$ cat config.mk
export PLATFORM = sky130hd
export DESIGN_NAME = tile_grid_top
export DESIGN_NICKNAME = d
export VERILOG_FILES = /design/src/hw/tile_pkg.sv /design/src/hw/tile_decode.sv /design/src/hw/tile_map.sv /design/src/hw/tile_result.sv /design/src/hw/tile_grid_top.sv
export SDC_FILE = /design/constraint.sdc
export NUM_CORES = 1
export LEC_CHECK = 0
export BUFFER_PORTS_ARGS = -buffer_cell sky130_fd_sc_hd__buf_2
export CELL_PAD_IN_SITES_DETAIL_PLACEMENT = 1
export CELL_PAD_IN_SITES_GLOBAL_PLACEMENT = 2
export CORE_ASPECT_RATIO = 0.8
export CORE_MARGIN = 3
export CORE_UTILIZATION = 27
export CTS_CLUSTER_SIZE = 8
export DETAILED_ROUTE_END_ITERATION = 12
export GPL_ROUTABILITY_DRIVEN = 0
export PLACE_DENSITY = 0.77
export SETUP_SLACK_MARGIN = 0.3
export SYNTH_ARGS = -nofsm -noshare
export SYNTH_HDL_FRONTEND = slang
export SYNTH_SLANG_ARGS = --single-unit
$ cat constraint.sdc
create_clock -name clk -period 1.3 [get_ports clk]
set_input_delay 0.39 -clock clk [delete_from_list [all_inputs] [get_ports clk]]
set_output_delay 0.39 -clock clk [all_outputs]
set_load 0.005 [all_outputs]
$ cat src/hw/tile_pkg.sv
package tile_pkg;

	// tile types as stored in the maps
	typedef enum logic [2:0] {
		FREE  = 3'd0,
		REGU  = 3'd1,
		GATE  = 3'd2,
		COIN  = 3'd3,
		TPORT = 3'd4,
		SPIKE = 3'd5,
		BRAKE = 3'd6
	} tile_t;

	// screen grid of 64x64 tiles
	localparam int NUM_COLS   = 10;
	localparam int NUM_ROWS   = 7;
	localparam int COL_W      = 4;
	localparam int ROW_W      = 3;
	localparam int TILE_SHIFT = 6;  // log2 of tile size
	localparam int COORD_W    = 11; // vga pixel coordinate width

	// cell covered by the gate
	localparam int GATE_ROW = 6;
	localparam int GATE_COL = 4;

	// slots of the neighbour area
	localparam int AREA_LEFT  = 0;
	localparam int AREA_UP    = 1;
	localparam int AREA_RIGHT = 2;
	localparam int AREA_DOWN  = 3;

	// teleport target, column in [7:4], row in [3:0]
	localparam logic [7:0] TPORT_DEFAULT = 8'h09;

	localparam tile_t LEVEL_MAPS [2][NUM_ROWS][NUM_COLS] = '{
		'{ // level 0
			'{FREE,  FREE,  FREE,  FREE,  FREE,  FREE,  FREE,  FREE,  FREE,  FREE },
			'{BRAKE, FREE,  FREE,  FREE,  REGU,  FREE,  FREE,  FREE,  FREE,  FREE },
			'{FREE,  FREE,  COIN,  FREE,  FREE,  FREE,  FREE,  FREE,  FREE,  FREE },
			'{FREE,  BRAKE, FREE,  REGU,  FREE,  REGU,  FREE,  COIN,  FREE,  REGU },
			'{FREE,  FREE,  FREE,  FREE,  FREE,  FREE,  REGU,  FREE,  FREE,  FREE },
			'{REGU,  FREE,  BRAKE, BRAKE, FREE,  FREE,  FREE,  FREE,  REGU,  FREE },
			'{FREE,  TPORT, REGU,  REGU,  FREE,  SPIKE, FREE,  TPORT, FREE,  REGU }
		},
		'{ // level 1
			'{FREE,  FREE,  FREE,  FREE,  FREE,  FREE,  FREE,  FREE,  FREE,  FREE },
			'{FREE,  FREE,  FREE,  FREE,  FREE,  FREE,  FREE,  FREE,  FREE,  FREE },
			'{FREE,  FREE,  FREE,  FREE,  FREE,  FREE,  FREE,  FREE,  FREE,  FREE },
			'{BRAKE, FREE,  FREE,  FREE,  FREE,  COIN,  BRAKE, FREE,  FREE,  FREE },
			'{FREE,  FREE,  FREE,  FREE,  BRAKE, FREE,  FREE,  FREE,  BRAKE, FREE },
			'{FREE,  FREE,  FREE,  FREE,  FREE,  FREE,  FREE,  FREE,  FREE,  FREE },
			'{SPIKE, REGU,  BRAKE, REGU,  REGU,  REGU,  REGU,  REGU,  REGU,  REGU }
		}
	};

	// the two portals in row 6 lead to each other
	localparam logic [7:0] TELEPORT_MAP [NUM_ROWS][NUM_COLS] = '{
		'{8'h09, 8'h09, 8'h09, 8'h09, 8'h09, 8'h09, 8'h09, 8'h09, 8'h09, 8'h09},
		'{8'h09, 8'h09, 8'h09, 8'h09, 8'h09, 8'h09, 8'h09, 8'h09, 8'h09, 8'h09},
		'{8'h09, 8'h09, 8'h09, 8'h09, 8'h09, 8'h09, 8'h09, 8'h09, 8'h09, 8'h09},
		'{8'h09, 8'h09, 8'h09, 8'h09, 8'h09, 8'h09, 8'h09, 8'h09, 8'h09, 8'h09},
		'{8'h09, 8'h09, 8'h09, 8'h09, 8'h09, 8'h09, 8'h09, 8'h09, 8'h09, 8'h09},
		'{8'h09, 8'h09, 8'h09, 8'h09, 8'h09, 8'h09, 8'h09, 8'h09, 8'h09, 8'h09},
		'{8'h09, 8'h76, 8'h09, 8'h09, 8'h09, 8'h09, 8'h09, 8'h16, 8'h09, 8'h09}
	};

endpackage

$ cat src/hw/tile_decode.sv
`timescale 1ns/1ps

module tile_decode (
	input  logic [tile_pkg::COORD_W-1:0] pixel_x,
	input  logic [tile_pkg::COORD_W-1:0] pixel_y,
	input  logic [tile_pkg::COORD_W-1:0] player_x,
	input  logic [tile_pkg::COORD_W-1:0] player_y,
	output logic [tile_pkg::COL_W-1:0]   scan_col,
	output logic [tile_pkg::ROW_W-1:0]   scan_row,
	output logic                         scan_in_grid,
	output logic [tile_pkg::COL_W-1:0]   player_col,
	output logic [tile_pkg::ROW_W-1:0]   player_row,
	output logic                         player_in_grid
);

	import tile_pkg::*;

	// pixel to column index, clamped to all ones
	function automatic logic [COL_W-1:0] to_col(input logic [COORD_W-1:0] x);
		logic [COORD_W-1:0] q;
		q = x >> TILE_SHIFT;
		if (q[COORD_W-1:COL_W] != '0)
			return '1;
		return q[COL_W-1:0];
	endfunction

	// same for rows
	function automatic logic [ROW_W-1:0] to_row(input logic [COORD_W-1:0] y);
		logic [COORD_W-1:0] q;
		q = y >> TILE_SHIFT;
		if (q[COORD_W-1:ROW_W] != '0)
			return '1;
		return q[ROW_W-1:0];
	endfunction

	always_comb begin
		scan_col   = to_col(pixel_x);
		scan_row   = to_row(pixel_y);
		player_col = to_col(player_x);
		player_row = to_row(player_y);
	end

	// clamped values are 15 and 7, both already past the grid edge
	always_comb begin
		scan_in_grid   = (scan_col < NUM_COLS) && (scan_row < NUM_ROWS);
		player_in_grid = (player_col < NUM_COLS) && (player_row < NUM_ROWS);
	end

endmodule

$ cat src/hw/tile_map.sv
`timescale 1ns/1ps

module tile_map (
	input  logic                       clk,
	input  logic                       resetN,
	input  logic                       gate,
	input  logic                       level,
	input  logic [tile_pkg::COL_W-1:0] scan_col,
	input  logic [tile_pkg::ROW_W-1:0] scan_row,
	input  logic                       scan_in_grid,
	input  logic [tile_pkg::COL_W-1:0] player_col,
	input  logic [tile_pkg::ROW_W-1:0] player_row,
	input  logic                       player_in_grid,
	output tile_pkg::tile_t            scan_tile,
	output tile_pkg::tile_t            neighbour_tiles [4],
	output logic [7:0]                 teleport_entry
);

	import tile_pkg::*;

	logic gate_active; // gate input, one clock late

	always_ff @(posedge clk or negedge resetN) begin
		if (!resetN)
			gate_active <= 1'b0;
		else
			gate_active <= gate;
	end

	// one map read with the gate overlay applied, cell must be in the grid
	function automatic tile_t map_cell(
		input logic             lvl,
		input logic             gated,
		input logic [ROW_W-1:0] row,
		input logic [COL_W-1:0] col
	);
		if (gated && (row == GATE_ROW) && (col == GATE_COL))
			return GATE;
		return LEVEL_MAPS[lvl][row][col];
	endfunction

	// tile under the scan pixel
	always_comb begin
		if (scan_in_grid)
			scan_tile = map_cell(level, gate_active, scan_row, scan_col);
		else
			scan_tile = FREE;
	end

	// four neighbours of the player, FREE beyond the grid edge
	always_comb begin
		neighbour_tiles[AREA_LEFT]  = FREE;
		neighbour_tiles[AREA_UP]    = FREE;
		neighbour_tiles[AREA_RIGHT] = FREE;
		neighbour_tiles[AREA_DOWN]  = FREE;
		if (player_in_grid) begin
			if (player_col != 0) // left column has no left neighbour
				neighbour_tiles[AREA_LEFT] =
					map_cell(level, gate_active, player_row, player_col - 1'b1);
			if (player_row != 0)
				neighbour_tiles[AREA_UP] =
					map_cell(level, gate_active, player_row - 1'b1, player_col);
			if (player_col != NUM_COLS - 1)
				neighbour_tiles[AREA_RIGHT] =
					map_cell(level, gate_active, player_row, player_col + 1'b1);
			if (player_row != NUM_ROWS - 1) // bottom row
				neighbour_tiles[AREA_DOWN] =
					map_cell(level, gate_active, player_row + 1'b1, player_col);
		end
	end

	// portal target of the tile under the player
	always_comb begin
		if (player_in_grid)
			teleport_entry = TELEPORT_MAP[player_row][player_col];
		else
			teleport_entry = TPORT_DEFAULT;
	end

endmodule

$ cat src/hw/tile_result.sv
`timescale 1ns/1ps

module tile_result (
	input  logic                         clk,
	input  logic                         resetN,
	input  logic [tile_pkg::COL_W-1:0]   scan_col,
	input  logic [tile_pkg::ROW_W-1:0]   scan_row,
	input  tile_pkg::tile_t              scan_tile,
	input  tile_pkg::tile_t              neighbour_tiles [4],
	input  logic [7:0]                   teleport_entry,
	output tile_pkg::tile_t              step_type,
	output logic [tile_pkg::COORD_W-1:0] tile_left,
	output logic [tile_pkg::COORD_W-1:0] tile_top,
	output tile_pkg::tile_t              area [4],
	output logic [7:0]                   teleport_coords
);

	import tile_pkg::*;

	logic [COORD_W-1:0] corner_x;
	logic [COORD_W-1:0] corner_y;

	// top-left pixel of the scan tile, also off the grid
	always_comb begin
		corner_x = COORD_W'(scan_col) << TILE_SHIFT;
		corner_y = COORD_W'(scan_row) << TILE_SHIFT;
	end

	always_ff @(posedge clk or negedge resetN) begin
		if (!resetN) begin
			step_type       <= FREE;
			tile_left       <= '0;
			tile_top        <= '0;
			teleport_coords <= '0;
			for (int i = 0; i < 4; i++)
				area[i] <= FREE;
		end else begin
			step_type       <= scan_tile;
			tile_left       <= corner_x;
			tile_top        <= corner_y;
			teleport_coords <= teleport_entry; // col in high nibble
			for (int i = 0; i < 4; i++)
				area[i] <= neighbour_tiles[i];
		end
	end

endmodule

$ cat src/hw/tile_grid_top.sv
`timescale 1ns/1ps

module tile_grid_top (
	input  logic                         clk,
	input  logic                         resetN,
	input  logic [tile_pkg::COORD_W-1:0] pixel_x,
	input  logic [tile_pkg::COORD_W-1:0] pixel_y,
	input  logic [tile_pkg::COORD_W-1:0] player_x,
	input  logic [tile_pkg::COORD_W-1:0] player_y,
	input  logic                         gate,
	input  logic                         level,
	output tile_pkg::tile_t              step_type,
	output logic [tile_pkg::COORD_W-1:0] tile_left,
	output logic [tile_pkg::COORD_W-1:0] tile_top,
	output tile_pkg::tile_t              area [4],
	output logic [7:0]                   teleport_coords
);

	import tile_pkg::*;

	logic [COL_W-1:0] scan_col;
	logic [ROW_W-1:0] scan_row;
	logic             scan_in_grid;
	logic [COL_W-1:0] player_col;
	logic [ROW_W-1:0] player_row;
	logic             player_in_grid;
	tile_t            scan_tile;
	tile_t            neighbour_tiles [4];
	logic [7:0]       teleport_entry;

	tile_decode u_decode (
		.pixel_x        (pixel_x),
		.pixel_y        (pixel_y),
		.player_x       (player_x),
		.player_y       (player_y),
		.scan_col       (scan_col),
		.scan_row       (scan_row),
		.scan_in_grid   (scan_in_grid),
		.player_col     (player_col),
		.player_row     (player_row),
		.player_in_grid (player_in_grid)
	);

	tile_map u_map (
		.clk             (clk),
		.resetN          (resetN),
		.gate            (gate),
		.level           (level),
		.scan_col        (scan_col),
		.scan_row        (scan_row),
		.scan_in_grid    (scan_in_grid),
		.player_col      (player_col),
		.player_row      (player_row),
		.player_in_grid  (player_in_grid),
		.scan_tile       (scan_tile),
		.neighbour_tiles (neighbour_tiles),
		.teleport_entry  (teleport_entry)
	);

	tile_result u_result (
		.clk             (clk),
		.resetN          (resetN),
		.scan_col        (scan_col),
		.scan_row        (scan_row),
		.scan_tile       (scan_tile),
		.neighbour_tiles (neighbour_tiles),
		.teleport_entry  (teleport_entry),
		.step_type       (step_type),
		.tile_left       (tile_left),
		.tile_top        (tile_top),
		.area            (area),
		.teleport_coords (teleport_coords)
	);

endmodule

# Word-level counts from Yosys, hierarchy flattened
# Memories as Yosys holds them, arrays and structs flattened.
# Cells that the tools add are included.
dict set report word_totals {
  ff_bits 31
  latch_bits 0
  ram_bits 0
  mem_bits_ro 640
  output_inout_bits 45
  word_cells 139
  memories 1
}
dict set report classes {
  addsub 4
  n_mul 0
  n_div 0
  magnitude_cmp 13
  eq_ne 10
  shifts 0
  muxes 78
  n_bitwise 9
  n_reduce_logical 15
}
# name depth word_bits read_ports rd_ports_with_merged_regs write_ports line
set mem_list {}
lappend mem_list {{(no name shown)} 8 80 1 0 0 tile_map.sv:75} ;# teleport_entry = TELEPORT_MAP[player_row][player_col];
# op n
set op_table {}
lappend op_table {{2-to-1 mux 210 bit} 2}
lappend op_table {{binary-select mux 30 bit (select 3 bit)} 4}
lappend op_table {{2-to-1 mux 30 bit} 8}
lappend op_table {{2-to-1 mux 180 bit} 1}
lappend op_table {{2-to-1 mux 80 bit} 2}
lappend op_table {{2-to-1 mux 3 bit} 29}
lappend op_table {{binary-select mux 3 bit (select 4 bit)} 5}
lappend op_table {{binary-select mux 8 bit (select 4 bit)} 1}
lappend op_table {{2-to-1 mux 8 bit} 3}
lappend op_table {{greater-or-equal comparator 5 bit (second input constant)} 4}
lappend op_table {{inverter 4 -> 5 bit} 4}
lappend op_table {{2-to-1 mux 1 bit} 18}
lappend op_table {{== test 4 x 3 -> 1 bit (second input constant)} 4}
lappend op_table {{greater-or-equal comparator 4 bit (second input constant)} 4}
lappend op_table {{2-to-1 mux 4 bit} 4}
lappend op_table {{inverter 3 -> 4 bit} 4}
lappend op_table {{nonzero test 8 bit} 2}
lappend op_table {{== test 3 bit (second input constant)} 4}
lappend op_table {{2-to-1 mux 12 bit} 1}
lappend op_table {{logical AND 1 bit} 11}
lappend op_table {{< comparator 4 bit (second input constant)} 2}
lappend op_table {{< comparator 3 bit (second input constant)} 2}
lappend op_table {{adder 4 x 1 -> 4 bit (second input constant)} 1}
lappend op_table {{inequality test 4 bit (second input constant)} 1}
lappend op_table {{other kinds (8)} 8}

# Logic depth before layout (Yosys ltp)
# Gate-level depths: netlist of run 1.
dict set report depth {
  ltp_word 14
  ltp_mapped 13
  ltp_nobuf 10
}

# Hierarchy
# A second synthesis of run 1 with hierarchy kept.
dict set report hier_totals {
  cells_unflattened 442
  area_unflattened_um2 3403.3
}
# mod instances cells_each area_each_um2 seq_area_each_um2
set by_module_without_submodules {}
lappend by_module_without_submodules {tile_map 1 376 2398.6 25.0}
lappend by_module_without_submodules {tile_result 1 46 867.1 750.7}
lappend by_module_without_submodules {tile_decode 1 20 137.6 0.0}

# Worst setup path after synthesis of run 1
# Ideal clock, no wire load.
dict set report synth_path {
  kind {in2reg}
  startpoint {input port player_y[10] in the netlist's numbering}
  endpoint {register u_result.area[6] in the netlist's numbering}
  setup_ns 0.067
  arrival_ns 2.551
  required_time_ns 1.233
  setup_slack_ns -1.319
  path_stages 12
  path_buffers 3
  path_cell_list {buf_2 > nor2_1 > buf_2 > nand2_1 > ha_1 > buf_2 > nor2b_1 > a21oi_1 > nor4_1 > a211oi_1 > a2111oi_2 > a41o_1}
}
# item line
set synth_lines {}
lappend synth_lines {{start: declaration} tile_grid_top.sv:9} ;# input logic [tile_pkg::COORD_W-1:0] player_y,
lappend synth_lines {{end signal: indexed assignment} tile_result.sv:43} ;# area[i] <= neighbour_tiles[i];
lappend synth_lines {{end: declaration} tile_result.sv:14} ;# output tile_pkg::tile_t area [4],

==> results of run 1 <==
layer usage:
metal,up-vias,track usage,share of wire
li1,2033,-,-
met1,2262,0.319,0.44
met2,229,0.344,0.47
met3,36,0.0298,0.072
met4,0,0.0397,0.021
met5,-,0,0
power by group through the flow:
stage	clock network, W	logic [W]	registers (W)
CTS	0.000937	0.00143	0.000830
floorplan	0	0.000777	0.000847
global route	0.000954	0.00179	0.000831
finish	0.000931	0.00170	0.000829
detailed placement	0	0.00129	0.000845
global placement	0	0.00126	0.000844
placed cells by master, fill, tap and decap left out, types with 6 or more instances in the layout:
cell,instances
nor2b_1,8
nor2_2,8
o21ai_1,7
nand3_1,15
o21ai_0,16
dfrtp_1,26
nand4_1,13
conb_1,16
buf_6,17
ha_4,6
a21oi_2,10
buf_2,42
a31oi_1,9
nor3_2,8
nor3_1,13
nor2_1,26
buf_4,151
inv_2,6
buf_12,6
a21oi_1,17
nand2_1,26
nor2_4,7
state kept, by name, indices dropped and copies added (netlist names):
name,count
u_result.area,12
u_result.teleport_coords,3
u_map.gate_active,1
u_result.tile_top,3
u_result.tile_left,4
u_result.step_type,3
worst max path at each step:
stage	startpoint	end	slack, ps	depth (start not counted)
after CTS	player_y[10]	u_result.area[2]$_DFF_PN0_	-920	9
after floorplan	player_y[10]	u_result.area[2]$_DFF_PN0_	-1130	10
final	player_y[6]	u_result.area[2]$_DFF_PN0_	-950	9
after detailed placement	player_y[10]	u_result.area[6]$_DFF_PN0_	-1360	10
after global placement	player_y[10]	u_result.area[2]$_DFF_PN0_	-1330	10
after global routing	player_y[6]	u_result.area[6]$_DFF_PN0_	-1000	10
logic make-up (layout without fill, tap and decap cells):
group,after synthesis,in the layout,share of synthesized area
fa+ha+maj,10,10,0.0370
simple gates,184,184,0.294
other cells,1,16,0.00111
flops,26,26,0.192
buf+inv,73,240,0.119
compound gates,139,139,0.291
xor+xnor,15,15,0.0410
mux,7,7,0.0251
final cells by class:
type | count | area (um2) | area share
Multi-Input combinational cell | 371 | 3170 | 0.532
Timing Repair Buffer | 222 | 1760 | 0.296
Sequential cell | 26 | 651 | 0.109
Tap cell | 166 | 208 | 0.0349
Clock buffer | 3 | 75.1 | 0.0126
Inverter | 14 | 60.1 | 0.0101
Clock inverter | 1 | 30.0 | 0.00504
through the flow:
| stage | setup slack [ps] | utilization |
|---|---|---|
| finish | -949 | 0.502 |
| detailed placement | -1360 | 0.415 |
| floorplan | -1130 | - |
| CTS | -921 | 0.454 |
| global placement | -1330 | 0.415 |
| global route | -1000 | 0.502 |
timing repair:
action	CTS	global route
hold buffers	0	0
setup buffers	8	13
gates cloned	1	0
pin swaps	27	45
gates resized for setup	59	97
endpoints found under the setup margin	49	49
==> out/metrics.cfg, run 1 <==
[floorplan]
core_um2=11900
num_rows=35
top_level_ports=93
initial_core_util=0.285
dieWidth_um=131
fp.dieH_um=106
die-area_um2=13900

[global_route]
grt_pass1_wl_mm=24.7
antenna_found_initial=0
grt_usage=0.217
grt_max_degree=27
grt_pass1_vias=4495
grt.overflow.total=0

[power]
clkPwrFrac=0.269
leakage_nw=2.53
p_comb_frac=0.491
p_seq_frac=0.240
p_switching_w=0.00124
power_density_nw_per_um2=580
finalPower_w=0.00346
p_sw_frac=0.360
max-vdd-ir-drop_mv=0.468
internal_power_w=0.00221

[sta]
relSlewSlack=0.635
fmax_ghz=0.445
setup_tns_ps=-11120
tightest_slew_ps=544
period_needed_ps=2250
holdWs_ps=111
finClkSkew_ps=14.1
final_hold_viol_count=0
rsz0062_at_grt=true
post-route-period-util=1.73
fin_ws_ps=-949
setup_viol=18
drv_slew=0

[yosys]
async_reset_ff_frac=1.00
yosysUniqueCellTypes=75
ys_seq_area_frac=0.192
synthesis.area_um2=3390
avgSynthCellArea_um2=7.44
synthCells=455
yosysWarnings=0
synth-seq-cells=26
synthTopCellsByCount=nor2_1, nand2_1, a21oi_1, dfrtp_1, o21ai_0
synth.area.top_cells=dfrtp_1, buf_4, nor2_1, a21oi_1, o21ai_0
yosysMostFrequentCell=nor2_1
synth.top_cell.area_share=0.192
synth-edff-count=0
yosysTopAreaCell=dfrtp_1
synthFlopType=dfrtp_1

[final_layout]
nets=696
antennaDiodeCount=0
final_cells=803
stdcell_area_um2=5960
drive_gt1_frac=0.554
fillers=1404
syn_to_final_growth_pct=76.0

[worst_setup_path]
critPathMaxFanout=4
cp_slowest_stage_delay_ps=510
reg2regPathDepth=6
crit_arrival_ps=2430
crit_family=simple AND/OR/NAND/NOR gates
required_ps=1480
r2r_end=u_result.area[0]$_DFF_PN0_
r2r_setup_slack_ps=-280
startpoint_type=input port
cpMostUsedCell=o21ai_1
end_kind=flip-flop
cp_cell_sequence=buf_6 > or3_4 > ha_4 > or4b_4 > nor3_4 > o21ai_1 > a21oi_1 > o21ai_1 > a211oi_1
slowest_stage=or4b_4
path_buf_inv=1
critical_path_class=in -> reg
r2r-start=u_map.gate_active$_DFF_PN0_

[clocking]
cts_max_level=1
cts_tree=yes
path_clk_slew_ps=80
cts_buffer_depth=2
clock-sinks=26
insertion_delay_ps=270
numCtsBuffers=3
cts-root-buf=clkbuf_16

[detailed_routing]
wl_mm=17.8
drcViolationCount=0
viasPerCell=5.68
drtAntennaViolNets=0
drtIter0Drc=352
vias=4560
drt-wirelength-per-cell_um=22.2
dr.pass1.iters=5

[placed_design]
place_inst=777
place_hpwl_mm=11.9
dpl_cell_area_um2=4930
io_buffers=52

[run_status]
status=complete, but fails checks
violations=negative setup slack

[job]
maxCapViolCount=0

[worst_hold_path]
hp-class=in -> async

(Power assumes the default switching activity.)
==> run 2: changes to the inputs <==
SETUP_SLACK_MARGIN = 0.1   (was 0.3)
==> run 2 against run 1 <==
Compared with the run above: the flow still finishes with violations (negative setup slack); worst hold slack improved by 130 ps; setup slack improved by 39 ps; highest routed layer unchanged; critical path depth decreased by 1; non-clock buffer count increased by 2; first-iteration DRC count decreased by 11%; combinational power decreased by 6%; die area unchanged; clock power increased by 2%; clock-buffer cell count unchanged; core utilization decreased by 1.5 points.
==> out/metrics.cfg, run 2 (synthesis results as in run 1) <==
[worst_setup_path]
critPathMaxFanout=5  ; +1
startpoint_type=input port
required_ps=1510  ; +30 ps
crit_arrival_ps=2420  ; about the same
critical_path_class=in -> reg
end_kind=flip-flop

[sta]
fmax_ghz=0.452  ; +1.7%
drv_slew=0  ; unchanged
finClkSkew_ps=7.36  ; -6.79 ps
setup_viol=18  ; unchanged
setup_tns_ps=-11070  ; +50.5 ps
post-route-period-util=1.70  ; -0.0297
fin_ws_ps=-910  ; +38.7 ps
final_hold_viol_count=0  ; unchanged
period_needed_ps=2210  ; -38.7 ps
rsz0062_at_grt=true
tightest_slew_ps=578  ; +34.9 ps
relSlewSlack=0.613  ; -0.0219

[global_route]
grt.overflow.total=0  ; unchanged
grt_pass1_vias=4599  ; +2.3%
grt_max_degree=25  ; -7.4%
antenna_found_initial=0  ; unchanged
grt_pass1_wl_mm=25.8  ; +4.2%
grt_usage=0.226  ; +0.00849

[detailed_routing]
drtAntennaViolNets=0  ; unchanged
wl_mm=16.6  ; -6.9%
dr.pass1.iters=4  ; -1
drt-wirelength-per-cell_um=20.6  ; -7.1%
viasPerCell=5.51  ; -2.9%
drcViolationCount=0  ; unchanged
drtIter0Drc=312  ; -11%
vias=4439  ; -2.7%

[worst_hold_path]
hp-class=in -> reg

[run_status]
status=complete, but fails checks
violations=negative setup slack

[clocking]
insertion_delay_ps=270  ; about the same
cts-root-buf=clkbuf_16
clock-sinks=26  ; unchanged
path_clk_slew_ps=80  ; about the same
numCtsBuffers=3  ; unchanged
cts_buffer_depth=2  ; unchanged
cts_max_level=1  ; unchanged
cts_tree=yes

[final_layout]
largest_reg_flops=12  ; unchanged
final_cells=805  ; +0.25%
reg.largest.list=u_result.area (12), u_result.tile_left (4)
stdcell_area_um2=5780  ; -3.0%
final_util=0.487  ; -0.0152
nets=698  ; +0.29%
final_cell_mix=buf_4, buf_2, nor2_1
antennaDiodeCount=0  ; unchanged
layout_commonest_cell=buf_4
fillers=1421  ; +1.2%
drive_gt1_frac=0.520  ; -0.0346
regMostFlops=u_result.area
syn_to_final_growth_pct=70.7

[power]
clkPwrFrac=0.280  ; +0.011
max-vdd-ir-drop_mv=0.447  ; -4.5%
finalPower_w=0.00338  ; -2.2%
power_density_nw_per_um2=585  ; +0.81%
internal_power_w=0.00218  ; -1.5%
leakage_nw=2.49  ; -1.5%
p_sw_frac=0.355  ; -0.00487
p_comb_frac=0.474  ; -0.017
p_switching_w=0.00120  ; -3.6%
p_seq_frac=0.245  ; +0.005

[floorplan]
initial_core_util=0.285  ; unchanged
fp.dieH_um=106  ; unchanged
top_level_ports=93  ; unchanged
core_um2=11900  ; unchanged
dieWidth_um=131  ; unchanged
die-area_um2=13900  ; unchanged
num_rows=35  ; unchanged

[job]
maxCapViolCount=0  ; unchanged

[placed_design]
dpl_cell_area_um2=5050  ; +2.5%
place_inst=786  ; +1.2%
io_buffers=52  ; unchanged
place_hpwl_mm=12.1  ; +1.8%

run 2: cell types whose count changed in the layout (fill, tap and decap cells not counted), moves of 4 or more:
cell	change
buf_6	-8
a21oi_1	+7
a21oi_2	-7
nor2_1	+6
nor2_2	-6
buf_2	+4
nor3_1	+4
run 2: repair_timing:
action	CTS	global route
buffers inserted	11	2
gates cloned	1	0
gates resized for setup	57	45
endpoints found under the setup margin	19	22
hold buffers	1	0
hold endpoints to repair	2	0
pin swaps	26	29
run 2: power by group through the flow:
| stage | combinational (W) | clock, W | sequential, W |
|---|---|---|---|
| 6_report | 0.00160 | 0.000948 | 0.000829 |
| 5_1_grt | 0.00171 | 0.000987 | 0.000830 |
| 4_1_cts | 0.00148 | 0.000957 | 0.000828 |
| 3_5_place_dp | 0.00135 | 0 | 0.000844 |
| 3_3_place_gp | 0.00130 | 0 | 0.000844 |
| 2_1_floorplan | 0.000772 | 0 | 0.000847 |
run 2: final cells by class:
| cell class | count | area (um2) | area share |
|---|---|---|---|
| Inverter | 14 | 57.6 | 0.00996 |
| Clock inverter | 1 | 30.0 | 0.00520 |
| Timing Repair Buffer | 224 | 1760 | 0.304 |
| Multi-Input combinational cell | 371 | 3000 | 0.519 |
| Tap cell | 166 | 208 | 0.0359 |
| Clock buffer | 3 | 75.1 | 0.0130 |
| Sequential cell | 26 | 651 | 0.113 |
run 2: metal layers:
metal | global-route usage | part of all wire | vias up
met3 | 0.0374 | 0.073 | 12
li1 | - | - | 2037
met5 | 0 | 0 | -
met2 | 0.364 | 0.46 | 199
met1 | 0.322 | 0.46 | 2191
met4 | 0.0412 | 0.0079 | 0
run 2: through the flow:
step | hold WS [ps] | setup slack (ps)
after floorplan | 94.4 | -1130
after global placement | 187 | -1240
after detailed placement | 188 | -1310
after CTS | 239 | -907
after global routing | 238 | -1020
final | 237 | -910
run 2: path summary, 6_finish.rpt:
kind                                             start                              end  slack [ps]  cells after the start
min in group asynchronous                       resetN       u_result.area[0]$_DFF_PN0_         440                      2
setup / recovery                          player_y[10]       u_result.area[8]$_DFF_PN0_        -910                      8
hold reg to reg            u_map.gate_active$_DFF_PN0_       u_result.area[3]$_DFF_PN0_         870                      3
hold / removal                                    gate      u_map.gate_active$_DFF_PN0_         240                      1
setup reg to reg           u_map.gate_active$_DFF_PN0_       u_result.area[0]$_DFF_PN0_        -310                      6
max in group asynchronous                       resetN  u_result.step_type[2]$_DFF_PN0_         310                      3
run 2: worst max-delay path, cell delays in order:
cell	delay, ps
buf_8	100
or3_4	420
ha_4	310
or4b_4	520
a311oi_2	260
a31oi_1	60
o2111ai_1	180
and3_1	180
==> run 3: changes to the inputs <==
REMOVE_ABC_BUFFERS = 1   (was unset)
==> run 3 against run 2 <==
Compared with the run above: flip-flop and latch count unchanged; critical path type unchanged; clock-buffer cell count stayed put; total power is essentially flat; the flow still finishes with violations (negative setup slack); core utilization increased by 0.65 points; worst hold slack got worse by 120 ps; setup slack lost 76 ps.
==> out/metrics.cfg, run 3 (synthesis results as in run 1) <==
[run_status]
status=complete, but fails checks
violations=negative setup slack

[floorplan]
core_um2=11900  ; unchanged
dieWidth_um=131  ; unchanged
top_level_ports=93  ; unchanged
fp.dieH_um=106  ; unchanged
num_rows=35  ; unchanged
initial_core_util=0.285  ; unchanged
die-area_um2=13900  ; unchanged

[final_layout]
drive_gt1_frac=0.540  ; +0.0207
antennaDiodeCount=0  ; unchanged
final_cell_mix=buf_4, buf_2, nor2_1
nets=705  ; +1.0%
layout_commonest_cell=buf_4
stdcell_area_um2=5860  ; +1.3%
final_cells=812  ; +0.87%
largest_reg_flops=12  ; unchanged
reg.largest.list=u_result.area (12), u_result.tile_left (4)
syn_to_final_growth_pct=72.9
regMostFlops=u_result.area

[worst_setup_path]
cp_cell_sequence=buf_8 > or3_4 > ha_4 > or4b_4 > a311oi_2 > a31oi_1 > o2111ai_1 > and3_1
startpoint_type=input port
crit_arrival_ps=2490  ; +70 ps
cp_slowest_stage_delay_ps=500  ; -20 ps
critPathMaxFanout=5  ; unchanged
required_ps=1500  ; about the same
end_kind=flip-flop
critical_path_class=in -> reg
slowest_stage=or4b_4

[detailed_routing]
drt-wirelength-per-cell_um=21.2  ; +2.9%
wl_mm=17.2  ; +3.8%
drtAntennaViolNets=0  ; unchanged
drcViolationCount=0  ; unchanged
drtIter0Drc=337  ; +8.0%
dr.pass1.iters=5  ; +1
vias=4569  ; +2.9%
viasPerCell=5.63  ; +2.0%

[sta]
post-route-period-util=1.76  ; +0.0585
drv_slew=0  ; unchanged
final_hold_viol_count=0  ; unchanged
holdWs_ps=121  ; -116 ps
fmax_ghz=0.437  ; -3.3%
finClkSkew_ps=3.38  ; -3.98 ps
fin_ws_ps=-986  ; -76.0 ps
setup_tns_ps=-11560  ; -499 ps
period_needed_ps=2290  ; +76.0 ps
setup_viol=18  ; unchanged
rsz0062_at_grt=true

[power]
leakage_nw=2.54  ; +1.6%
power_density_nw_per_um2=577  ; -1.3%
max-vdd-ir-drop_mv=0.419  ; -6.2%

[clocking]
cts-root-buf=clkbuf_16
cts_buffer_depth=2  ; unchanged
numCtsBuffers=3  ; unchanged
path_clk_slew_ps=70  ; about the same
clock-sinks=26  ; unchanged
insertion_delay_ps=260  ; about the same
cts_max_level=1  ; unchanged
cts_tree=yes

[global_route]
grt.overflow.total=0  ; unchanged
grt_max_degree=27  ; +8.0%
grt_pass1_vias=4621  ; +0.48%
antenna_found_initial=0  ; unchanged
grt_pass1_wl_mm=25.5  ; -1.1%
grt_usage=0.223  ; -0.00248

[placed_design]
pre_cts_ws_ps=-1570  ; -260 ps
place_inst=784  ; -0.25%
place_hpwl_mm=11.8  ; -2.5%
dpl_cell_area_um2=4750  ; -6.0%
io_buffers=52  ; unchanged

[job]
maxCapViolCount=0  ; unchanged

[worst_hold_path]
hp-class=in -> async

-- run 3: cell count changes in the layout (fill, tap and decap cells not counted), moves of 4 or more --
cell | previous run | this run
buf_6 | 9 | 17
nor2_2 | 2 | 7
a21oi_1 | 24 | 20
a21oi_2 | 3 | 7
buf_12 | 9 | 5
buf_4 | 154 | 158
-- run 3: cell type report --
cell class | count | area [um2]
Fill cell | 1415 | 6010
Timing Repair Buffer | 231 | 1820
Inverter | 14 | 62.6
Clock inverter | 1 | 30.0
Sequential cell | 26 | 651
Multi-Input combinational cell | 371 | 3010
Tap cell | 166 | 208
Clock buffer | 3 | 75.1
-- run 3: where the power goes --
| part | switching (W) | internal, W | total, W |
|---|---|---|---|
| combinational | 0.000879 | 0.000741 | 0.00162 |
| clock | 0.000318 | 0.000614 | 0.000932 |
| sequential | 0.00000445 | 0.000823 | 0.000828 |
| total | 0.00120 | 0.00218 | 0.00338 |
-- run 3: path summary, 6_finish.rpt --
path	start	endpoint	cells after the start	slack [ps]
max	player_y[9]	u_result.area[8]$_DFF_PN0_	8	-990
min	resetN	u_result.area[0]$_DFF_PN0_	2	120
max reg2reg	u_map.gate_active$_DFF_PN0_	u_result.area[2]$_DFF_PN0_	8	-140
min reg2reg	u_map.gate_active$_DFF_PN0_	u_result.area[5]$_DFF_PN0_	4	860
max in group asynchronous	resetN	u_map.gate_active$_DFF_PN0_	2	910
min in group clk	gate	u_map.gate_active$_DFF_PN0_	1	230
-- run 3: routing by layer --
metal,vias to the layer above,GRT usage,part of all wire
li1,2056,-,-
met3,26,0.0232,0.055
met2,159,0.384,0.49
met1,2328,0.310,0.44
met4,0,0.0360,0.017
met5,-,0,0
-- run 3: per-stage QoR --
| step | utilization | total power [W] |
|---|---|---|
| finish | 0.493 | 0.00338 |
| global route | 0.493 | 0.00352 |
| CTS | 0.458 | 0.00320 |
| detailed placement | 0.400 | 0.00207 |
| global placement | 0.400 | 0.00203 |
| floorplan | - | 0.00134 |
-- run 3: repair_timing --
item / 4_1_cts / 5_1_grt
setup endpoints to repair: 19 / 23
pin swaps: 38 / 42
resized for setup: 108 / 73
cloned: 2 / 0
setup buffers: 7 / 16
hold buffers: 0 / 0
-- run 3: worst max-delay path: cells and delay by family --
kind | cells | cell delay (ps)
buf+inv | 1 | 100
simple gates | 3 | 1100
fa+ha+maj | 1 | 310
compound gates | 3 | 580
